$ cat config.mk
export PLATFORM = sky130hd
export DESIGN_NAME = gamma_path
export DESIGN_NICKNAME = d
export VERILOG_FILES = /design/src/ln_pkg.sv /design/src/count_down.sv /design/src/fp16_to_int_sat.sv /design/src/gamma_path.sv /design/src/int_to_fp16.sv /design/src/mult_fp16.sv /design/src/rsqrt_fp16.sv
export SDC_FILE = /design/constraint.sdc
export NUM_CORES = 2
export LEC_CHECK = 0
export ABC_AREA = 0
export BUFFER_PORTS_ARGS = -buffer_cell sky130_fd_sc_hd__buf_2
export CAP_MARGIN = 0
export CORE_ASPECT_RATIO = 0.7
export CORE_UTILIZATION = 25
export CTS_CLUSTER_DIAMETER = 200
export CTS_CLUSTER_SIZE = 20
export DETAILED_ROUTE_END_ITERATION = 7
export GPL_ROUTABILITY_DRIVEN = 0
export PLACE_DENSITY = 0.38
export SYNTH_ARGS = -nofsm -noshare
export SYNTH_HDL_FRONTEND = slang
export SYNTH_SLANG_ARGS = --single-unit
$ cat constraint.sdc
create_clock -name clk -period 12.8 [get_ports clk]
set_input_delay 1.92 -clock clk [delete_from_list [all_inputs] [get_ports clk]]
set_output_delay 1.92 -clock clk [all_outputs]
set_load 0.05 [all_outputs]
$ cat src/ln_pkg.sv
`default_nettype none

package ln_pkg;

    localparam int ln_idx_w = 8;
    localparam int ln_vec_len = 256;

    // Pipeline depths in clock cycles or flop advances
    localparam int rsqrt_latency = 7;
    localparam int sd_total_latency = 1 + rsqrt_latency + 1;
    localparam int sd_cnt_w = $clog2(sd_total_latency);
    localparam int cs_latency = 3;

    localparam int fp16_bias = 15;
    // Largest finite magnitude, used for every overflow clamp
    localparam logic [14:0] fp16_max_mag = 15'h7bff;

    typedef struct packed {
        logic       sign;
        logic [4:0] exp;
        logic [9:0] mant;
    } fp16_t;

    typedef struct packed {
        logic                store_y;
        logic [ln_idx_w-1:0] idx;
    } ln_cs_t;

    typedef enum logic {
        idle,
        counting
    } count_state_e;

    // 1/sqrt(x) seeds in Q1.15 taken at the start of each segment
    // Entries 0..15 cover x in [1,2), entries 16..31 cover x in [2,4)
    localparam logic [15:0] rsqrt_seed [32] = '{
        16'd32768, 16'd31790, 16'd30894, 16'd30070, 16'd29309, 16'd28602, 16'd27945, 16'd27330,
        16'd26755, 16'd26214, 16'd25705, 16'd25225, 16'd24770, 16'd24339, 16'd23930, 16'd23541,
        16'd23170, 16'd22479, 16'd21845, 16'd21263, 16'd20724, 16'd20225, 16'd19760, 16'd19325,
        16'd18919, 16'd18536, 16'd18176, 16'd17837, 16'd17515, 16'd17211, 16'd16921, 16'd16646
    };

endpackage

`default_nettype wire

$ cat src/count_down.sv
`timescale 1ns/100ps
`default_nettype none

module count_down import ln_pkg::*; (
    input  wire  clk,
    input  wire  rst_n,
    input  wire  start,
    output logic done
);

    count_state_e        state;
    logic [sd_cnt_w-1:0] cnt;

    always_ff @(posedge clk or negedge rst_n) begin
        if (!rst_n) begin
            state <= idle;
            cnt   <= '0;
        end else if (start) begin
            // Restart also while a count is running
            state <= counting;
            cnt   <= sd_cnt_w'(sd_total_latency - 1);
        end else if (state == counting) begin
            if (cnt == '0) begin
                state <= idle;
            end else begin
                cnt <= cnt - 1'b1;
            end
        end
    end

    assign done = (state == counting) && (cnt == '0);

endmodule

`default_nettype wire

$ cat src/fp16_to_int_sat.sv
`timescale 1ns/100ps
`default_nettype none

module fp16_to_int_sat import ln_pkg::*; (
    input  wire fp16_t        a,
    output logic signed [7:0] q
);

    logic signed [6:0] e;
    logic [10:0]       shifted;
    logic [7:0]        mag;

    always_comb begin
        e       = 7'(a.exp) - 7'(fp16_bias);
        // Dropping the fraction bits truncates toward zero
        shifted = {1'b1, a.mant} >> (7'sd10 - e);
        mag     = shifted[7:0];

        if (a.exp == '0 || e < 0) begin
            q = 8'sd0;
        end else if (e >= 7) begin
            // Magnitude 128 or more
            q = a.sign ? 8'sh80 : 8'sh7f;
        end else if (a.sign) begin
            q = -$signed(mag);
        end else begin
            q = $signed(mag);
        end
    end

endmodule

`default_nettype wire

$ cat src/gamma_path.sv
`timescale 1ns/100ps
`default_nettype none

module gamma_path import ln_pkg::*; (
    input  wire               clk,
    input  wire               rst_n,
    input  wire fp16_t        gamma_scaled,
    input  wire signed [7:0]  xd,
    input  wire [15:0]        sd,
    input  wire               sd_valid,
    input  wire               flop,
    input  wire ln_cs_t       cs_in,
    output logic              rsqrt_done,
    output logic signed [7:0] y,
    output ln_cs_t            cs_out
);

    fp16_t sd_fp;
    fp16_t sd_fp_q;
    fp16_t rsqrt_sd;
    fp16_t rsqrt_sd_q;
    logic  capture;

    fp16_t             scale;
    fp16_t             scale_q;
    fp16_t             xd_fp;
    fp16_t             xd_fp_q;
    fp16_t             prod;
    fp16_t             prod_q;
    logic signed [7:0] y_sat;

    ln_cs_t cs_q [cs_latency-1];

    ////////////////////
    // rsqrt(sd), held per vector
    ////////////////////
    int_to_fp16 i_sd_to_fp (
        .a (17'({1'b0, sd})),
        .q (sd_fp)
    );

    rsqrt_fp16 i_rsqrt (
        .clk   (clk),
        .rst_n (rst_n),
        .a     (sd_fp_q),
        .q     (rsqrt_sd)
    );

    count_down i_count_down (
        .clk   (clk),
        .rst_n (rst_n),
        .start (sd_valid),
        .done  (capture)
    );

    // A new sd takes priority over a pending capture
    always_ff @(posedge clk or negedge rst_n) begin
        if (!rst_n) begin
            sd_fp_q    <= '0;
            rsqrt_sd_q <= '0;
            rsqrt_done <= 1'b0;
        end else if (sd_valid) begin
            sd_fp_q    <= sd_fp;
            rsqrt_done <= 1'b0;
        end else if (capture) begin
            rsqrt_sd_q <= rsqrt_sd;
            rsqrt_done <= 1'b1;
        end
    end

    ////////////////////
    // Element pipeline
    ////////////////////
    mult_fp16 i_mult_scale (
        .a (gamma_scaled),
        .b (rsqrt_sd_q),
        .q (scale)
    );

    int_to_fp16 i_xd_to_fp (
        .a ({{9{xd[7]}}, xd}),
        .q (xd_fp)
    );

    mult_fp16 i_mult_xd (
        .a (xd_fp_q),
        .b (scale_q),
        .q (prod)
    );

    fp16_to_int_sat i_y_sat (
        .a (prod_q),
        .q (y_sat)
    );

    // Every stage holds while flop is low
    always_ff @(posedge clk or negedge rst_n) begin
        if (!rst_n) begin
            scale_q <= '0;
            xd_fp_q <= '0;
            prod_q  <= '0;
            y       <= '0;
        end else if (flop) begin
            scale_q <= scale;
            xd_fp_q <= xd_fp;
            prod_q  <= prod;
            y       <= y_sat;
        end
    end

    // Control word lines up with y, and reads zero on idle cycles
    always_ff @(posedge clk or negedge rst_n) begin
        if (!rst_n) begin
            for (int i = 0; i < cs_latency - 1; i++) begin
                cs_q[i] <= '0;
            end
            cs_out <= '0;
        end else if (flop) begin
            cs_q[0] <= cs_in;
            for (int i = 1; i < cs_latency - 1; i++) begin
                cs_q[i] <= cs_q[i-1];
            end
            cs_out <= cs_q[cs_latency-2];
        end else begin
            cs_out <= '0;
        end
    end

endmodule

`default_nettype wire

$ cat src/int_to_fp16.sv
`timescale 1ns/100ps
`default_nettype none

module int_to_fp16 import ln_pkg::*; (
    input  wire signed [16:0] a,
    output fp16_t             q
);

    logic [16:0] mag;
    logic [16:0] norm;
    logic [4:0]  lead;
    logic        rnd;
    logic [15:0] em;

    always_comb begin
        mag  = a[16] ? -a : a;
        // Leading one detector
        lead = '0;
        for (int i = 0; i < 17; i++) begin
            if (mag[i]) begin
                lead = 5'(i);
            end
        end
        norm = mag << (5'd16 - lead);
        // Nearest even on the six dropped bits
        rnd  = norm[5] & ((|norm[4:0]) | norm[6]);
        // Mantissa carry ripples into the exponent field
        em   = {6'(fp16_bias + lead), norm[15:6]} + 16'(rnd);
    end

    always_comb begin
        if (mag == '0) begin
            q = '0;
        end else if (em[15:10] >= 6'd31) begin
            q = {a[16], fp16_max_mag};
        end else begin
            q = {a[16], em[14:0]};
        end
    end

endmodule

`default_nettype wire

$ cat src/mult_fp16.sv
`timescale 1ns/100ps
`default_nettype none

module mult_fp16 import ln_pkg::*; (
    input  wire fp16_t a,
    input  wire fp16_t b,
    output fp16_t      q
);

    logic              sign;
    logic [21:0]       prod;
    logic [9:0]        mant;
    logic              guard;
    logic              sticky;
    logic [10:0]       mant_r;
    logic signed [7:0] exp;

    always_comb begin
        sign = a.sign ^ b.sign;
        prod = {1'b1, a.mant} * {1'b1, b.mant};
        exp  = 8'(a.exp) + 8'(b.exp) - 8'(fp16_bias);

        // Product of two 1.x values lies in [1,4)
        if (prod[21]) begin
            mant   = prod[20:11];
            guard  = prod[10];
            sticky = |prod[9:0];
            exp    = exp + 8'sd1;
        end else begin
            mant   = prod[19:10];
            guard  = prod[9];
            sticky = |prod[8:0];
        end

        mant_r = {1'b0, mant} + 11'(guard & (sticky | mant[0]));
        // All ones rounded up, mantissa field wraps to zero
        if (mant_r[10]) begin
            exp = exp + 8'sd1;
        end

        if (a.exp == '0 || b.exp == '0 || exp <= 0) begin
            q = {sign, 15'd0};
        end else if (exp >= 31) begin
            q = {sign, fp16_max_mag};
        end else begin
            q = {sign, exp[4:0], mant_r[9:0]};
        end
    end

endmodule

`default_nettype wire

$ cat src/rsqrt_fp16.sv
`timescale 1ns/100ps
`default_nettype none

module rsqrt_fp16 import ln_pkg::*; (
    input  wire        clk,
    input  wire        rst_n,
    input  wire fp16_t a,
    output fp16_t      q
);

    logic              odd;
    logic signed [6:0] e_even;
    logic [4:0]        rexp_in;
    logic [11:0]       x_in;

    // Operand in Q2.10, seed and Newton terms in Q1.15
    logic [11:0] x_q [1:2];
    logic [15:0] y0_q [1:4];
    logic [15:0] sq_q;
    logic [16:0] t_q;
    logic [17:0] u_q;
    logic [15:0] y1_q;
    fp16_t       res_q;
    logic        zero_q [1:6];
    logic [4:0]  rexp_q [1:5];

    logic [31:0] sq_full;
    logic [27:0] t_full;
    logic [33:0] p_full;
    fp16_t       norm;

    always_comb begin
        // Odd exponents fold a factor of two into the mantissa
        odd     = ~a.exp[0];
        e_even  = 7'(a.exp) - 7'(fp16_bias) - 7'(odd);
        rexp_in = 5'(7'(fp16_bias) - (e_even >>> 1));
        x_in    = odd ? {1'b1, a.mant, 1'b0} : {2'b01, a.mant};
    end

    ////////////////////
    // Newton step y1 = y0 * (3 - x*y0^2) / 2
    ////////////////////
    assign sq_full = y0_q[1] * y0_q[1];
    assign t_full  = x_q[2] * sq_q;
    assign p_full  = y0_q[4] * u_q;

    // Refined value lies in (0.5, 1]
    always_comb begin
        if (y1_q[15]) begin
            norm = {1'b0, rexp_q[5], y1_q[14:5]};
        end else begin
            norm = {1'b0, rexp_q[5] - 5'd1, y1_q[13:4]};
        end
    end

    always_ff @(posedge clk) begin
        x_q[1]  <= x_in;
        y0_q[1] <= rsqrt_seed[{odd, a.mant[9:6]}];
        x_q[2]  <= x_q[1];
        sq_q    <= sq_full[30:15];
        for (int i = 2; i <= 4; i++) begin
            y0_q[i] <= y0_q[i-1];
        end
        t_q     <= t_full[26:10];
        u_q     <= 18'(3 << 15) - 18'(t_q);
        y1_q    <= p_full[31:16];
        res_q   <= norm;
    end

    // Flush flag and result exponent ride alongside the data
    always_ff @(posedge clk or negedge rst_n) begin
        if (!rst_n) begin
            for (int i = 1; i <= 6; i++) begin
                zero_q[i] <= 1'b1;
            end
            for (int i = 1; i <= 5; i++) begin
                rexp_q[i] <= '0;
            end
            q <= '0;
        end else begin
            zero_q[1] <= (a.exp == '0);
            rexp_q[1] <= rexp_in;
            for (int i = 2; i <= 6; i++) begin
                zero_q[i] <= zero_q[i-1];
            end
            for (int i = 2; i <= 5; i++) begin
                rexp_q[i] <= rexp_q[i-1];
            end
            // rsqrt of zero clamps to the largest finite value
            q <= zero_q[6] ? {1'b0, fp16_max_mag} : res_q;
        end
    end

endmodule

`default_nettype wire

==> results.md <==
- Status: finished clean
- Total GRT Usage: 13.9%
- Library cells used by synthesis: 92
- Crit Path Max Fanout: 17
- Vias/cell: 4.33
- DRT antenna net count: 0
- H-tree Lvls: 1
- Cell Count, Final, Fillers Out: 7,104
- Port-buffer cells: 70
- Max layer used: met4
- Setup ws final: 2.65 ns
- Bufs on Longest Clock Path: 3
- Met3 wire length: 3940 um
- Number of synthesized register bits: 331
- Min Tclk post-route: 10.15 ns
- Endpoint type of the worst setup path: flop
- Pre-CTS setup slack: 2.16 ns
- CP peak stage delay: 0.83 ns
- Critical-path top delay cell: o21ai_1
- Worst Path Required: 13.28 ns
- Hold Crit Class: flop to flop
- Least-Margin Pin Slew: 1.15 ns
- Die H: 352 um
- Critical path class: primary input to flop
- Count of final hold-check violations: 0
- Placed insts: 7,070
- Initial antenna violation count: 3
- Synthesized instance count: 4,820
- Post-synthesis async set-or-reset flop share: 49.8%
- Post_cts resized: 0
- # setup viols final: 0
- Worst slew margin: 23.5%
- Detailed Routing Iterations Pass 1: 5
- Share of cells above drive strength 1: 5.02%
- Clk pin slew, worst setup/hold paths: 0.09 ns
- Worst skew pair latency: 0.57 ns
- Seq/Total Area, Yosys: 17.0%
- Number of CTS-inserted buffers: 20
- Fin crit share: 79.3%
- Type of origin of the critical path: primary input
- Maxcap violations: 0
- Critical path buffers and inverters: 6
- First-pass GRT wire length: 195,000 um
- Vias in the first global route: 32,436
- Layout area overhead: 7.67%
- Initial core utilization: 25.2%
- CP arrival: 10.64 ns
- Die Wd: 503 um
- Max Freq: 98.5 MHz
- Routed wl met2: 45,800 um
- GR Overflow Total: 0
- Cts-stage hold buffer count: 0
- Largest net degree at the start of global routing: 103
- Mapped Avg Cell Area: 9.10 sq um
- Core ar.: 0.174 sq mm
- Post-synth top flop: dfxtp_1
- DRC violation count after routing: 0
- Clock Sinks: 331
- M1 WL: 69,300 um
- RSZ-0062 raised after global routing: false
- Final WL: 120,000 um
- I/O Pins: 71
- CP top delay family: adder cells
- Setup_tns: 0 ns
- Nets: 5,896
- Wire length per cell: 16.9 um
- Flop2flop setup slack: 3.37 ns
- Synth warn: 0
- Max Slew Vio Count: 0
- EDFF count, synth: 0
- DP HPWL: 94,300 um
- Die area: 0.177 sq mm
- Rows: 128
- Initial detailed-routing violation count: 1,478
- Final Skew: 0.0265 ns
- Post-CTS Setup Inserts: 0
- CTS root buf: clkbuf_16
- CTS tree: built
- Mapped Area: 0.0438 sq mm
- Via count: 30,791
-- worst register-to-register path: cells and delay by family, from the launching register on --
family	cells	cell delay (ns)
buf+inv	5	0.53
flops	1	0.63
compound gates	9	2.82
fa+ha+maj	7	3.26
simple gates	8	2.12
-- cells by family after synthesis --
logic type,Yosys count,share of synthesized area [%]
compound gates,542,8.33
buf+inv,1144,9.85
xor+xnor,180,3.66
simple gates,1443,15.8
other cells,1,0.00855
mux,88,2.52
fa+ha+maj,1091,42.8
flops,331,17.0
-- layer usage --
layer | track usage (%) | up-vias
met4 | 1.16 | 0
met3 | 1.05 | 37
met1 | 24.0 | 15386
met5 | 0 | -
li1 | - | 14947
met2 | 18.6 | 421
-- final cells by class --
type / count / area [sq um]
diodes: 1 / 2.50
clock buffers: 32 / 567
clock inverters: 1 / 11.3
fillers: 18771 / 127000
inverters: 952 / 3570
multi-input cells: 3346 / 32100
flip-flops and latches: 331 / 7460
well taps: 2340 / 2930
repair buffers: 101 / 592
-- flip-flops by register name (all words and copies together) (netlist names), 12 cells and up --
signal,count
xd_fp_q,16
i_rsqrt.y1_q,12
i_rsqrt.x_q,24
scale_q,16
rsqrt_sd_q,15
cs_q,18
i_rsqrt.y0_q,64
i_rsqrt.sq_q,16
i_rsqrt.q,15
i_rsqrt.t_q,17
i_rsqrt.res_q,15
sd_fp_q,15
i_rsqrt.u_q,18
prod_q,16
i_rsqrt.rexp_q,25
-- path summary, 6_finish.rpt --
kind,from,to,cells after the start
max reg2reg,rsqrt_sd_q[9],scale_q[6],29
min in group asynchronous,rst_n,y[0],1
min reg2reg,i_rsqrt.y0_q[0][59],i_rsqrt.y0_q[0][75],0
max in group asynchronous,rst_n,scale_q[9],2
min,i_rsqrt.y0_q[0][59],i_rsqrt.y0_q[0][75],0
max,gamma_scaled[1],scale_q[6],30
-- per-stage QoR --
step	utilization (%)	cell area, sq um	hold WS, ns
after detailed placement	26.8	46600	0.312
after global placement	26.8	46600	0.310
after floorplan	-	43900	0.310
after global routing	27.1	47200	0.330
final	27.1	47200	0.313
after CTS	27.1	47200	0.314
-- cells in the mapped netlist, drive strengths merged, types with 109 or more instances --
| library cell | count | area [sq um] |
|---|---|---|
| dfrtp | 159 | 3980 |
| clkbuf | 171 | 642 |
| dfxtp | 166 | 3320 |
| o21ai | 109 | 546 |
| fa | 683 | 13700 |
| nand2 | 630 | 2360 |
| xnor2 | 119 | 1050 |
| nor2 | 188 | 706 |
| a21oi | 124 | 621 |
| ha | 408 | 5100 |
| and2 | 312 | 1950 |
| inv | 951 | 3570 |
-- cells in the final DEF (no fill, tap or decap), types with 31 or more instances in the layout --
cell     count
buf_2       69
a21o_1      33
fa_1       683
nor3_1      64
nor2_1     188
ha_1       408
xor2_1      59
inv_1      949
buf_4       31
mux2_2      50
o21ai_0    107
and2_1     312
xnor2_1    118
a21oi_1    124
o22ai_1     32
nand2_1    630
nand3_1     52
dfxtp_1    166
dfrtp_1    159
Power is not shown: default switching activity piles up to over one toggle a cycle in this logic, so the estimate is an artifact.
